File: src/core_defines.svh
`ifndef CORE_DEFINES_SVH
`define CORE_DEFINES_SVH

// Address of the first instruction fetch
`define CORE_RESET_PC 32'h0000_0000

// Data path and register width
`define CORE_XLEN 32

// Number of architectural registers
`define CORE_NREGS 32

`endif

File: src/ctrl_pkg.sv
package ctrl_pkg;

   // Instruction sequencer
   typedef enum logic [1:0] {
      S_FETCH  = 2'd0,
      S_DECODE = 2'd1,
      S_EXEC   = 2'd2,
      S_STORE  = 2'd3
   } seq_state_e;

   // Per-bit ALU operation
   typedef enum logic [2:0] {
      ALU_ADD   = 3'd0,
      ALU_SUB   = 3'd1,
      ALU_XOR   = 3'd2,
      ALU_OR    = 3'd3,
      ALU_AND   = 3'd4,
      ALU_PASSB = 3'd5
   } alu_op_e;

endpackage

File: src/isa_pkg.sv
package isa_pkg;

   // Major opcodes handled by the core
   typedef enum logic [6:0] {
      OP_LUI   = 7'b0110111,
      OP_IMM   = 7'b0010011,
      OP_REG   = 7'b0110011,
      OP_STORE = 7'b0100011
   } opcode_e;

   // funct3 codes, SW shares the space with the ALU codes
   typedef enum logic [2:0] {
      F3_ADD = 3'b000,
      F3_SW  = 3'b010,
      F3_XOR = 3'b100,
      F3_OR  = 3'b110,
      F3_AND = 3'b111
   } funct3_e;

   // Register index
   typedef logic [4:0] reg_addr_t;

   // Upper funct field of R-type words
   typedef logic [6:0] funct7_t;

   localparam funct7_t F7_BASE = 7'b0000000;
   localparam funct7_t F7_SUB  = 7'b0100000;

endpackage

File: src/bitcore_top.sv
`timescale 1ns/100ps
`include "core_defines.svh"

module bitcore_top (
   input  logic                  clk,
   input  logic                  i_rst_n,
   output logic [`CORE_XLEN-1:0] o_ibus_adr,
   output logic                  o_ibus_cyc,
   input  logic [`CORE_XLEN-1:0] i_ibus_rdt,
   input  logic                  i_ibus_ack,
   output logic [`CORE_XLEN-1:0] o_dbus_adr,
   output logic [`CORE_XLEN-1:0] o_dbus_dat,
   output logic                  o_dbus_cyc,
   input  logic                  i_dbus_ack
);

   logic               fetch;
   logic [4:0]         cnt;
   logic               cnt_en;
   logic               alu_init;
   ctrl_pkg::alu_op_e  alu_op;
   logic               op_b_imm;
   logic               imm;
   isa_pkg::reg_addr_t rs1_addr;
   isa_pkg::reg_addr_t rs2_addr;
   isa_pkg::reg_addr_t rd_addr;
   logic               rd_we;
   logic               store_en;
   logic               store_done;
   logic               rs1;
   logic               rs2;
   logic               op_b;
   logic               alu_rd;

   // Operand B is the immediate or rs2
   assign op_b = op_b_imm ? imm : rs2;

   instr_decode u_decode (
      .clk          (clk),
      .i_rst_n      (i_rst_n),
      .i_ibus_rdt   (i_ibus_rdt),
      .i_ibus_ack   (i_ibus_ack),
      .i_store_done (store_done),
      .o_fetch      (fetch),
      .o_cnt        (cnt),
      .o_cnt_en     (cnt_en),
      .o_alu_init   (alu_init),
      .o_alu_op     (alu_op),
      .o_op_b_imm   (op_b_imm),
      .o_imm        (imm),
      .o_rs1_addr   (rs1_addr),
      .o_rs2_addr   (rs2_addr),
      .o_rd_addr    (rd_addr),
      .o_rd_we      (rd_we),
      .o_store_en   (store_en)
   );

   serial_alu u_alu (
      .clk      (clk),
      .i_rst_n  (i_rst_n),
      .i_cnt_en (cnt_en),
      .i_init   (alu_init),
      .i_op     (alu_op),
      .i_rs1    (rs1),
      .i_op_b   (op_b),
      .o_rd     (alu_rd)
   );

   reg_file u_regs (
      .clk        (clk),
      .i_rst_n    (i_rst_n),
      .i_cnt      (cnt),
      .i_cnt_en   (cnt_en),
      .i_rs1_addr (rs1_addr),
      .i_rs2_addr (rs2_addr),
      .i_rd_addr  (rd_addr),
      .i_rd_we    (rd_we),
      .i_rd       (alu_rd),
      .o_rs1      (rs1),
      .o_rs2      (rs2)
   );

   pc_ctrl u_pc (
      .clk        (clk),
      .i_rst_n    (i_rst_n),
      .i_cnt      (cnt),
      .i_cnt_en   (cnt_en),
      .i_fetch    (fetch),
      .i_ibus_ack (i_ibus_ack),
      .o_ibus_adr (o_ibus_adr),
      .o_ibus_cyc (o_ibus_cyc)
   );

   // The ALU sum is the store address
   store_unit u_store (
      .clk          (clk),
      .i_rst_n      (i_rst_n),
      .i_cnt_en     (cnt_en),
      .i_store_en   (store_en),
      .i_addr_bit   (alu_rd),
      .i_data_bit   (rs2),
      .i_dbus_ack   (i_dbus_ack),
      .o_dbus_adr   (o_dbus_adr),
      .o_dbus_dat   (o_dbus_dat),
      .o_dbus_cyc   (o_dbus_cyc),
      .o_store_done (store_done)
   );

endmodule

File: src/instr_decode.sv
`timescale 1ns/100ps
`include "core_defines.svh"

module instr_decode (
   input  logic                clk,
   input  logic                i_rst_n,
   input  logic [31:0]         i_ibus_rdt,
   input  logic                i_ibus_ack,
   input  logic                i_store_done,
   output logic                o_fetch,
   output logic [4:0]          o_cnt,
   output logic                o_cnt_en,
   output logic                o_alu_init,
   output ctrl_pkg::alu_op_e   o_alu_op,
   output logic                o_op_b_imm,
   output logic                o_imm,
   output isa_pkg::reg_addr_t  o_rs1_addr,
   output isa_pkg::reg_addr_t  o_rs2_addr,
   output isa_pkg::reg_addr_t  o_rd_addr,
   output logic                o_rd_we,
   output logic                o_store_en
);

   ctrl_pkg::seq_state_e  state;
   logic [31:0]           ir;
   logic [`CORE_XLEN-1:0] imm_word;
   isa_pkg::opcode_e      opcode;
   isa_pkg::funct3_e      funct3;
   isa_pkg::funct7_t      funct7;
   logic                  is_sw;

   assign opcode = isa_pkg::opcode_e'(ir[6:0]);
   assign funct3 = isa_pkg::funct3_e'(ir[14:12]);
   assign funct7 = ir[31:25];

   always_ff @(posedge clk) begin
      if (!i_rst_n) begin
         state <= ctrl_pkg::S_FETCH;
         o_cnt <= 5'd0;
      end else begin
         case (state)
            ctrl_pkg::S_FETCH:
               if (i_ibus_ack) state <= ctrl_pkg::S_DECODE;
            ctrl_pkg::S_DECODE: begin
               o_cnt <= 5'd0;
               state <= ctrl_pkg::S_EXEC;
            end
            ctrl_pkg::S_EXEC: begin
               o_cnt <= o_cnt + 5'd1;
               // Last bit, stores go on to the data bus
               if (o_cnt == 5'd31)
                  state <= is_sw ? ctrl_pkg::S_STORE : ctrl_pkg::S_FETCH;
            end
            default:
               if (i_store_done) state <= ctrl_pkg::S_FETCH;
         endcase
      end
   end

   always_ff @(posedge clk) begin
      if (state == ctrl_pkg::S_FETCH && i_ibus_ack) ir <= i_ibus_rdt;
   end

   always_comb begin
      o_alu_op   = ctrl_pkg::ALU_ADD;
      o_op_b_imm = 1'b0;
      o_rd_we    = 1'b0;
      is_sw      = 1'b0;
      imm_word   = {{20{ir[31]}}, ir[31:20]};
      case (opcode)
         isa_pkg::OP_LUI: begin
            o_alu_op   = ctrl_pkg::ALU_PASSB;
            o_op_b_imm = 1'b1;
            o_rd_we    = 1'b1;
            imm_word   = {ir[31:12], 12'b0};
         end
         isa_pkg::OP_IMM: begin
            o_op_b_imm = 1'b1;
            o_rd_we    = 1'b1;
            case (funct3)
               isa_pkg::F3_ADD: o_alu_op = ctrl_pkg::ALU_ADD;
               isa_pkg::F3_XOR: o_alu_op = ctrl_pkg::ALU_XOR;
               isa_pkg::F3_OR:  o_alu_op = ctrl_pkg::ALU_OR;
               isa_pkg::F3_AND: o_alu_op = ctrl_pkg::ALU_AND;
               default:         o_rd_we  = 1'b0;
            endcase
         end
         isa_pkg::OP_REG: begin
            case (funct3)
               isa_pkg::F3_ADD: begin
                  o_alu_op = ir[30] ? ctrl_pkg::ALU_SUB : ctrl_pkg::ALU_ADD;
                  o_rd_we  = (funct7 == isa_pkg::F7_BASE) || (funct7 == isa_pkg::F7_SUB);
               end
               isa_pkg::F3_XOR: begin
                  o_alu_op = ctrl_pkg::ALU_XOR;
                  o_rd_we  = (funct7 == isa_pkg::F7_BASE);
               end
               isa_pkg::F3_OR: begin
                  o_alu_op = ctrl_pkg::ALU_OR;
                  o_rd_we  = (funct7 == isa_pkg::F7_BASE);
               end
               isa_pkg::F3_AND: begin
                  o_alu_op = ctrl_pkg::ALU_AND;
                  o_rd_we  = (funct7 == isa_pkg::F7_BASE);
               end
               default: o_rd_we = 1'b0;
            endcase
         end
         isa_pkg::OP_STORE: begin
            // Address is rs1 + S immediate
            o_op_b_imm = 1'b1;
            is_sw      = (funct3 == isa_pkg::F3_SW);
            imm_word   = {{20{ir[31]}}, ir[31:25], ir[11:7]};
         end
         default: o_rd_we = 1'b0;
      endcase
   end

   assign o_fetch    = (state == ctrl_pkg::S_FETCH);
   assign o_cnt_en   = (state == ctrl_pkg::S_EXEC);
   assign o_alu_init = o_cnt_en && (o_cnt == 5'd0);
   assign o_imm      = imm_word[o_cnt];
   assign o_store_en = is_sw;
   assign o_rs1_addr = ir[19:15];
   assign o_rs2_addr = ir[24:20];
   assign o_rd_addr  = ir[11:7];

endmodule

File: src/pc_ctrl.sv
`timescale 1ns/100ps
`include "core_defines.svh"

module pc_ctrl (
   input  logic                  clk,
   input  logic                  i_rst_n,
   input  logic [4:0]            i_cnt,
   input  logic                  i_cnt_en,
   input  logic                  i_fetch,
   input  logic                  i_ibus_ack,
   output logic [`CORE_XLEN-1:0] o_ibus_adr,
   output logic                  o_ibus_cyc
);

   logic [`CORE_XLEN-1:0] pc;
   logic                  carry;
   logic                  ack_done;
   logic                  inc_bit;
   logic                  c_in;
   logic                  sum;

   // Constant 4 fed in one bit at a time
   assign inc_bit = (i_cnt == 5'd2);
   assign c_in    = (i_cnt == 5'd0) ? 1'b0 : carry;
   assign sum     = pc[0] ^ inc_bit ^ c_in;

   always_ff @(posedge clk) begin
      if (!i_rst_n) begin
         pc    <= `CORE_RESET_PC;
         carry <= 1'b0;
      end else if (i_cnt_en) begin
         pc    <= {sum, pc[`CORE_XLEN-1:1]};
         carry <= (pc[0] & inc_bit) | (c_in & (pc[0] ^ inc_bit));
      end
   end

   // One request per fetch phase
   always_ff @(posedge clk) begin
      if (!i_rst_n || !i_fetch) begin
         ack_done <= 1'b0;
      end else if (o_ibus_cyc && i_ibus_ack) begin
         ack_done <= 1'b1;
      end
   end

   assign o_ibus_cyc = i_fetch && !ack_done;
   assign o_ibus_adr = pc;

endmodule

File: src/reg_file.sv
`timescale 1ns/100ps
`include "core_defines.svh"

module reg_file (
   input  logic               clk,
   input  logic               i_rst_n,
   input  logic [4:0]         i_cnt,
   input  logic               i_cnt_en,
   input  isa_pkg::reg_addr_t i_rs1_addr,
   input  isa_pkg::reg_addr_t i_rs2_addr,
   input  isa_pkg::reg_addr_t i_rd_addr,
   input  logic               i_rd_we,
   input  logic               i_rd,
   output logic               o_rs1,
   output logic               o_rs2
);

   logic [`CORE_XLEN-1:0] regs [`CORE_NREGS];
   logic                  wr_en;

   // x0 never takes a write so it stays at its reset value
   assign wr_en = i_rd_we && i_cnt_en && (i_rd_addr != 5'd0);

   always_ff @(posedge clk) begin
      if (!i_rst_n) begin
         for (int i = 0; i < `CORE_NREGS; i++) begin
            regs[i] <= '0;
         end
      end else if (wr_en) begin
         regs[i_rd_addr][i_cnt] <= i_rd;
      end
   end

   // Each bit is read before the same bit of rd is written,
   // so rd may equal rs1 or rs2
   assign o_rs1 = regs[i_rs1_addr][i_cnt];
   assign o_rs2 = regs[i_rs2_addr][i_cnt];

endmodule

File: src/serial_alu.sv
`timescale 1ns/100ps

module serial_alu (
   input  logic              clk,
   input  logic              i_rst_n,
   input  logic              i_cnt_en,
   input  logic              i_init,
   input  ctrl_pkg::alu_op_e i_op,
   input  logic              i_rs1,
   input  logic              i_op_b,
   output logic              o_rd
);

   logic carry;
   logic c_in;
   logic b_eff;
   logic sum;
   logic c_out;

   // Subtract as rs1 + ~b + 1, the +1 comes from the preset carry
   assign b_eff = (i_op == ctrl_pkg::ALU_SUB) ? ~i_op_b : i_op_b;
   assign c_in  = i_init ? (i_op == ctrl_pkg::ALU_SUB) : carry;
   assign sum   = i_rs1 ^ b_eff ^ c_in;
   assign c_out = (i_rs1 & b_eff) | (c_in & (i_rs1 ^ b_eff));

   always_ff @(posedge clk) begin
      if (!i_rst_n) begin
         carry <= 1'b0;
      end else if (i_cnt_en) begin
         carry <= c_out;
      end
   end

   always_comb begin
      case (i_op)
         ctrl_pkg::ALU_ADD,
         ctrl_pkg::ALU_SUB:   o_rd = sum;
         ctrl_pkg::ALU_XOR:   o_rd = i_rs1 ^ i_op_b;
         ctrl_pkg::ALU_OR:    o_rd = i_rs1 | i_op_b;
         ctrl_pkg::ALU_AND:   o_rd = i_rs1 & i_op_b;
         ctrl_pkg::ALU_PASSB: o_rd = i_op_b;
         default:             o_rd = 1'b0;
      endcase
   end

endmodule

File: src/store_unit.sv
`timescale 1ns/100ps
`include "core_defines.svh"

module store_unit (
   input  logic                  clk,
   input  logic                  i_rst_n,
   input  logic                  i_cnt_en,
   input  logic                  i_store_en,
   input  logic                  i_addr_bit,
   input  logic                  i_data_bit,
   input  logic                  i_dbus_ack,
   output logic [`CORE_XLEN-1:0] o_dbus_adr,
   output logic [`CORE_XLEN-1:0] o_dbus_dat,
   output logic                  o_dbus_cyc,
   output logic                  o_store_done
);

   logic [`CORE_XLEN-1:0] adr_sr;
   logic [`CORE_XLEN-1:0] dat_sr;
   logic                  pending;
   logic                  shift_en;

   assign shift_en = i_cnt_en && i_store_en;

   // LSB enters first and ends up at bit 0
   always_ff @(posedge clk) begin
      if (shift_en) begin
         adr_sr <= {i_addr_bit, adr_sr[`CORE_XLEN-1:1]};
         dat_sr <= {i_data_bit, dat_sr[`CORE_XLEN-1:1]};
      end
   end

   always_ff @(posedge clk) begin
      if (!i_rst_n) begin
         pending <= 1'b0;
      end else if (o_store_done) begin
         pending <= 1'b0;
      end else if (shift_en) begin
         pending <= 1'b1;
      end
   end

   // Request starts once the word is complete
   assign o_dbus_cyc   = pending && !i_cnt_en;
   assign o_store_done = o_dbus_cyc && i_dbus_ack;
   assign o_dbus_adr   = {adr_sr[`CORE_XLEN-1:2], 2'b00};
   assign o_dbus_dat   = dat_sr;

endmodule
File: config.mk
export PLATFORM = sky130hd
export DESIGN_NAME = bitcore_top
export DESIGN_NICKNAME = d
export VERILOG_FILES = /design/src/ctrl_pkg.sv /design/src/isa_pkg.sv /design/src/bitcore_top.sv /design/src/instr_decode.sv /design/src/pc_ctrl.sv /design/src/reg_file.sv /design/src/serial_alu.sv /design/src/store_unit.sv
export VERILOG_INCLUDE_DIRS = /design/src /design/src/src
export SDC_FILE = /design/constraint.sdc
export NUM_CORES = 2
export LEC_CHECK = 0
export BUFFER_PORTS_ARGS = -buffer_cell sky130_fd_sc_hd__buf_2
export CAP_MARGIN = 20
export CORE_MARGIN = 1.5
export CORE_UTILIZATION = 40
export CTS_CLUSTER_DIAMETER = 100
export DETAILED_ROUTE_END_ITERATION = 8
export GPL_TIMING_DRIVEN = 0
export REMOVE_ABC_BUFFERS = 1
export SLEW_MARGIN = 0
export SYNTH_ARGS = -nofsm -noshare
export SYNTH_HDL_FRONTEND = slang
export SYNTH_SLANG_ARGS = --single-unit
File: constraint.sdc
create_clock -name clk -period 20.3 [get_ports clk]
set_input_delay 1.015 -clock clk [delete_from_list [all_inputs] [get_ports clk]]
set_output_delay 1.015 -clock clk [all_outputs]
set_load 0.01 [all_outputs]
==> impl_metrics.env <==
export IMPL_p_leak_nw=29.8
export IMPL_fin_nets=6466
export IMPL_cts_tree="yes"
export IMPL_antenna_found_initial=12
export IMPL_maxSlewHeadroom_pct=18.3
export IMPL_clk_latency_ns=0.79
export IMPL_layout_drive_gt1_share_pct=29.5
export IMPL_avgSynthCellArea_um2=11.2
export IMPL_totalWireLength_mm=253
export IMPL_cts_num_sinks=1171
export IMPL_wl_per_cell_um=28.2
export IMPL_placed_cells=8737
export IMPL_fmax_ghz=0.0999
export IMPL_regArea_um2=34700
export IMPL_netlist_area_um2=73500
export IMPL_crit_fanout=46
export IMPL_crit_family="simple AND/OR/NAND/NOR gates"
export IMPL_wl_met1_mm=92.9
export IMPL_p_clk_share_pct=19.3
export IMPL_drt_pass1_iterations=6
export IMPL_fin_worst_skew_ns=0.0362
export IMPL_core_area_um2=183000
export IMPL_die_h_um=432
export IMPL_postRouteAntennaNets=0
export IMPL_hold_violations=0
export IMPL_finalCritPeriodShare_pct=49.3
export IMPL_finalSetupTns_ns=0
export IMPL_finalPower_mw=12.6
export IMPL_start_util_pct=40.2
export IMPL_max_cap_violations=0
export IMPL_gp_congestion=0.857
export IMPL_clockRootBuffer="clkbuf_16"
export IMPL_yosys_area_top_type="edfxtp_1"
export IMPL_met2WireLength_mm=114
export IMPL_crit_slowest_cell="nor2b_1"
export IMPL_overflow=0
export IMPL_yosysUniqueCellTypes=76
export IMPL_dpl_hpwl_mm=167
export IMPL_grtUsageTotal_pct=26.8
export IMPL_instances_no_fill=8985
export IMPL_worst_pin_slew_ns=1.19
export IMPL_grt_pass1_vias=54100
export IMPL_wl_met3_mm=31.0
export IMPL_grt_pass1_wl_mm=368
export IMPL_p_comb_share_pct=57.6
export IMPL_cts_hold_buf=0
export IMPL_cts_buffer_depth=3
export IMPL_rows=157
export IMPL_final_area_um2=83400
export IMPL_viasPerCell=6.26
export IMPL_cts_resized=0
export IMPL_cp_num_buf_inv=13
export IMPL_vdd_ir_drop_worst_mv=0.193
export IMPL_crit_path_end_kind="flip-flop"
export IMPL_die_area_um2=186000
export IMPL_drc=0
export IMPL_yosysWarnings=0
export IMPL_nFillCells=16300
export IMPL_crit_required_ns=20.82
export IMPL_drtIter0Drc=7926
export IMPL_cts_post_setup_buffers_inserted=0
export IMPL_yosysTopAreaCellShare_pct=45.7
export IMPL_async_flop_share_pct=0
export IMPL_numCtsBuffers=141
export IMPL_arrival_ns=10.53
export IMPL_ys_seq_elements=1171
export IMPL_fin_crit_ns=10.01
export IMPL_p_seq_share_pct=23.1
export IMPL_cts_clk_slew_worst_paths_ns=0.06
export IMPL_ys_flop_type="edfxtp_1"
export IMPL_place_area_um2=79100
export IMPL_setup_viol=0
export IMPL_final_common_cell="nand2_1"
export IMPL_grt_start_max_net_pins=150
export IMPL_power_switching_mw=6.10
export IMPL_final_setup_worst_slack_ns=10.29
export IMPL_hp_class="in -> reg"
export IMPL_worstSetupPathType="reg -> reg"
export IMPL_path_common_cell="buf_8"
export IMPL_slowest_delay_ns=0.99
export IMPL_io_pin_count=134
export IMPL_multiInputGateArea_um2=34800
export IMPL_port_buffers=131
export IMPL_synth_area_top_cells="edfxtp_1, mux4_2, nand2_1"
export IMPL_swShare_pct=48.5
export IMPL_rsz0062_at_grt="false"
export IMPL_ys_seq_area_share_pct=47.1
export IMPL_dr_max_layer_used="met5"
export IMPL_power_density_nw_per_um2=151
export IMPL_status="finished, final reports clean"
export IMPL_synth_edf_count=1118
export IMPL_h_tree_depth=4
export IMPL_p_int_mw=6.46
export IMPL_mostFrequentLayoutCells="nand2_1, edfxtp_1, nor3_2, mux4_2, mux2i_1"
export IMPL_drv_slew=0
export IMPL_dp_slack_ns=10.57
export IMPL_cp_start_kind="flip-flop"
export IMPL_dieWidth_um=432
export IMPL_vias=56300
export IMPL_netlist_instances=6582
export IMPL_areaGrowthSynthToFinish_pct=13.4
## power groups by stage
stage	clock network, mW	logic [mW]	registers [mW]
2_1_floorplan	0	1.64	3.10
3_3_place_gp	0	2.66	3.36
3_5_place_dp	0	7.13	2.94
4_1_cts	2.44	7.15	2.89
5_1_grt	2.52	7.49	2.91
6_report	2.42	7.24	2.90
## flip-flops by register name (all words and copies together), names as in the netlist, named ones only
signal              cells
u_store.pending         1
u_decode.state          2
u_pc.ack_done           1
u_decode.o_cnt          5
u_pc.carry              1
u_pc.o_ibus_adr        32
u_decode.ir            32
u_regs.regs          1024
u_alu.carry             1
u_store.o_dbus_dat     32
u_store.adr_sr         30
## synthesized netlist by cell type (all sizes together), types with 12 or more instances
cell     number
a2111oi      12
a211oi       14
a21oi        51
a22oi        96
a32oi        13
buf         375
clkbuf      370
dfxtp        53
edfxtp     1118
inv          49
mux2         23
mux2i       278
mux4        443
nand2      2144
nand2b       16
nand3        77
nand4        21
nor2        159
nor2b        34
nor3       1018
nor4         14
o211ai       13
o21ai        40
## metrics by stage
step / hold WS [ns] / utilization [%]
2_1_floorplan: 0.453 / -
6_report: 0.418 / 45.6
3_5_place_dp: 0.427 / 43.3
5_1_grt: 0.387 / 45.6
3_3_place_gp: 0.430 / 39.9
4_1_cts: 0.369 / 45.6
## per-layer routing
layer	GRT usage (%)	vias to the layer above
met5	0	-
li1	-	23600
met4	14.6	8
met3	6.81	769
met1	34.6	28300
met2	41.1	3595
## path summary, 6_finish.rpt
path                            slack, ns  cells after the start             startpoint                     to
worst max register to register      10.29                     28              flip-flop    u_regs.regs[12][29]
worst min register to register       0.44                      0  u_store.o_dbus_dat[3]  u_store.o_dbus_dat[2]
worst min-delay path                 0.42                      1          i_ibus_rdt[9]         u_decode.ir[9]
worst max-delay path                10.29                     28              flip-flop    u_regs.regs[12][29]
## cell type report
class / instances / area share (%)
antenna: 6 / 0.0180
clock buffer: 195 / 4.68
clock inverter: 44 / 0.413
inverter: 52 / 0.237
multi-input combinational: 4647 / 41.8
sequential: 1171 / 41.6
tap: 2464 / 3.70
timing repair buffer: 406 / 7.57
## logic make-up (layout without fill, tap and decap cells)
family | count (synthesis) | in the layout | share of synthesized area (%)
AOI/OAI and AO/OA | 326 | 326 | 3.19
adders and majority gates | 11 | 11 | 0.208
muxes | 744 | 744 | 17.7
buffers and inverters | 797 | 697 | 6.18
xor gates and xnor gates | 2 | 2 | 0.0238
DFF | 1171 | 1171 | 47.1
other | 1 | 40 | 0.00510
and+or+nand+nor | 3530 | 3530 | 25.6
Power figures use the tool's default switching activity.
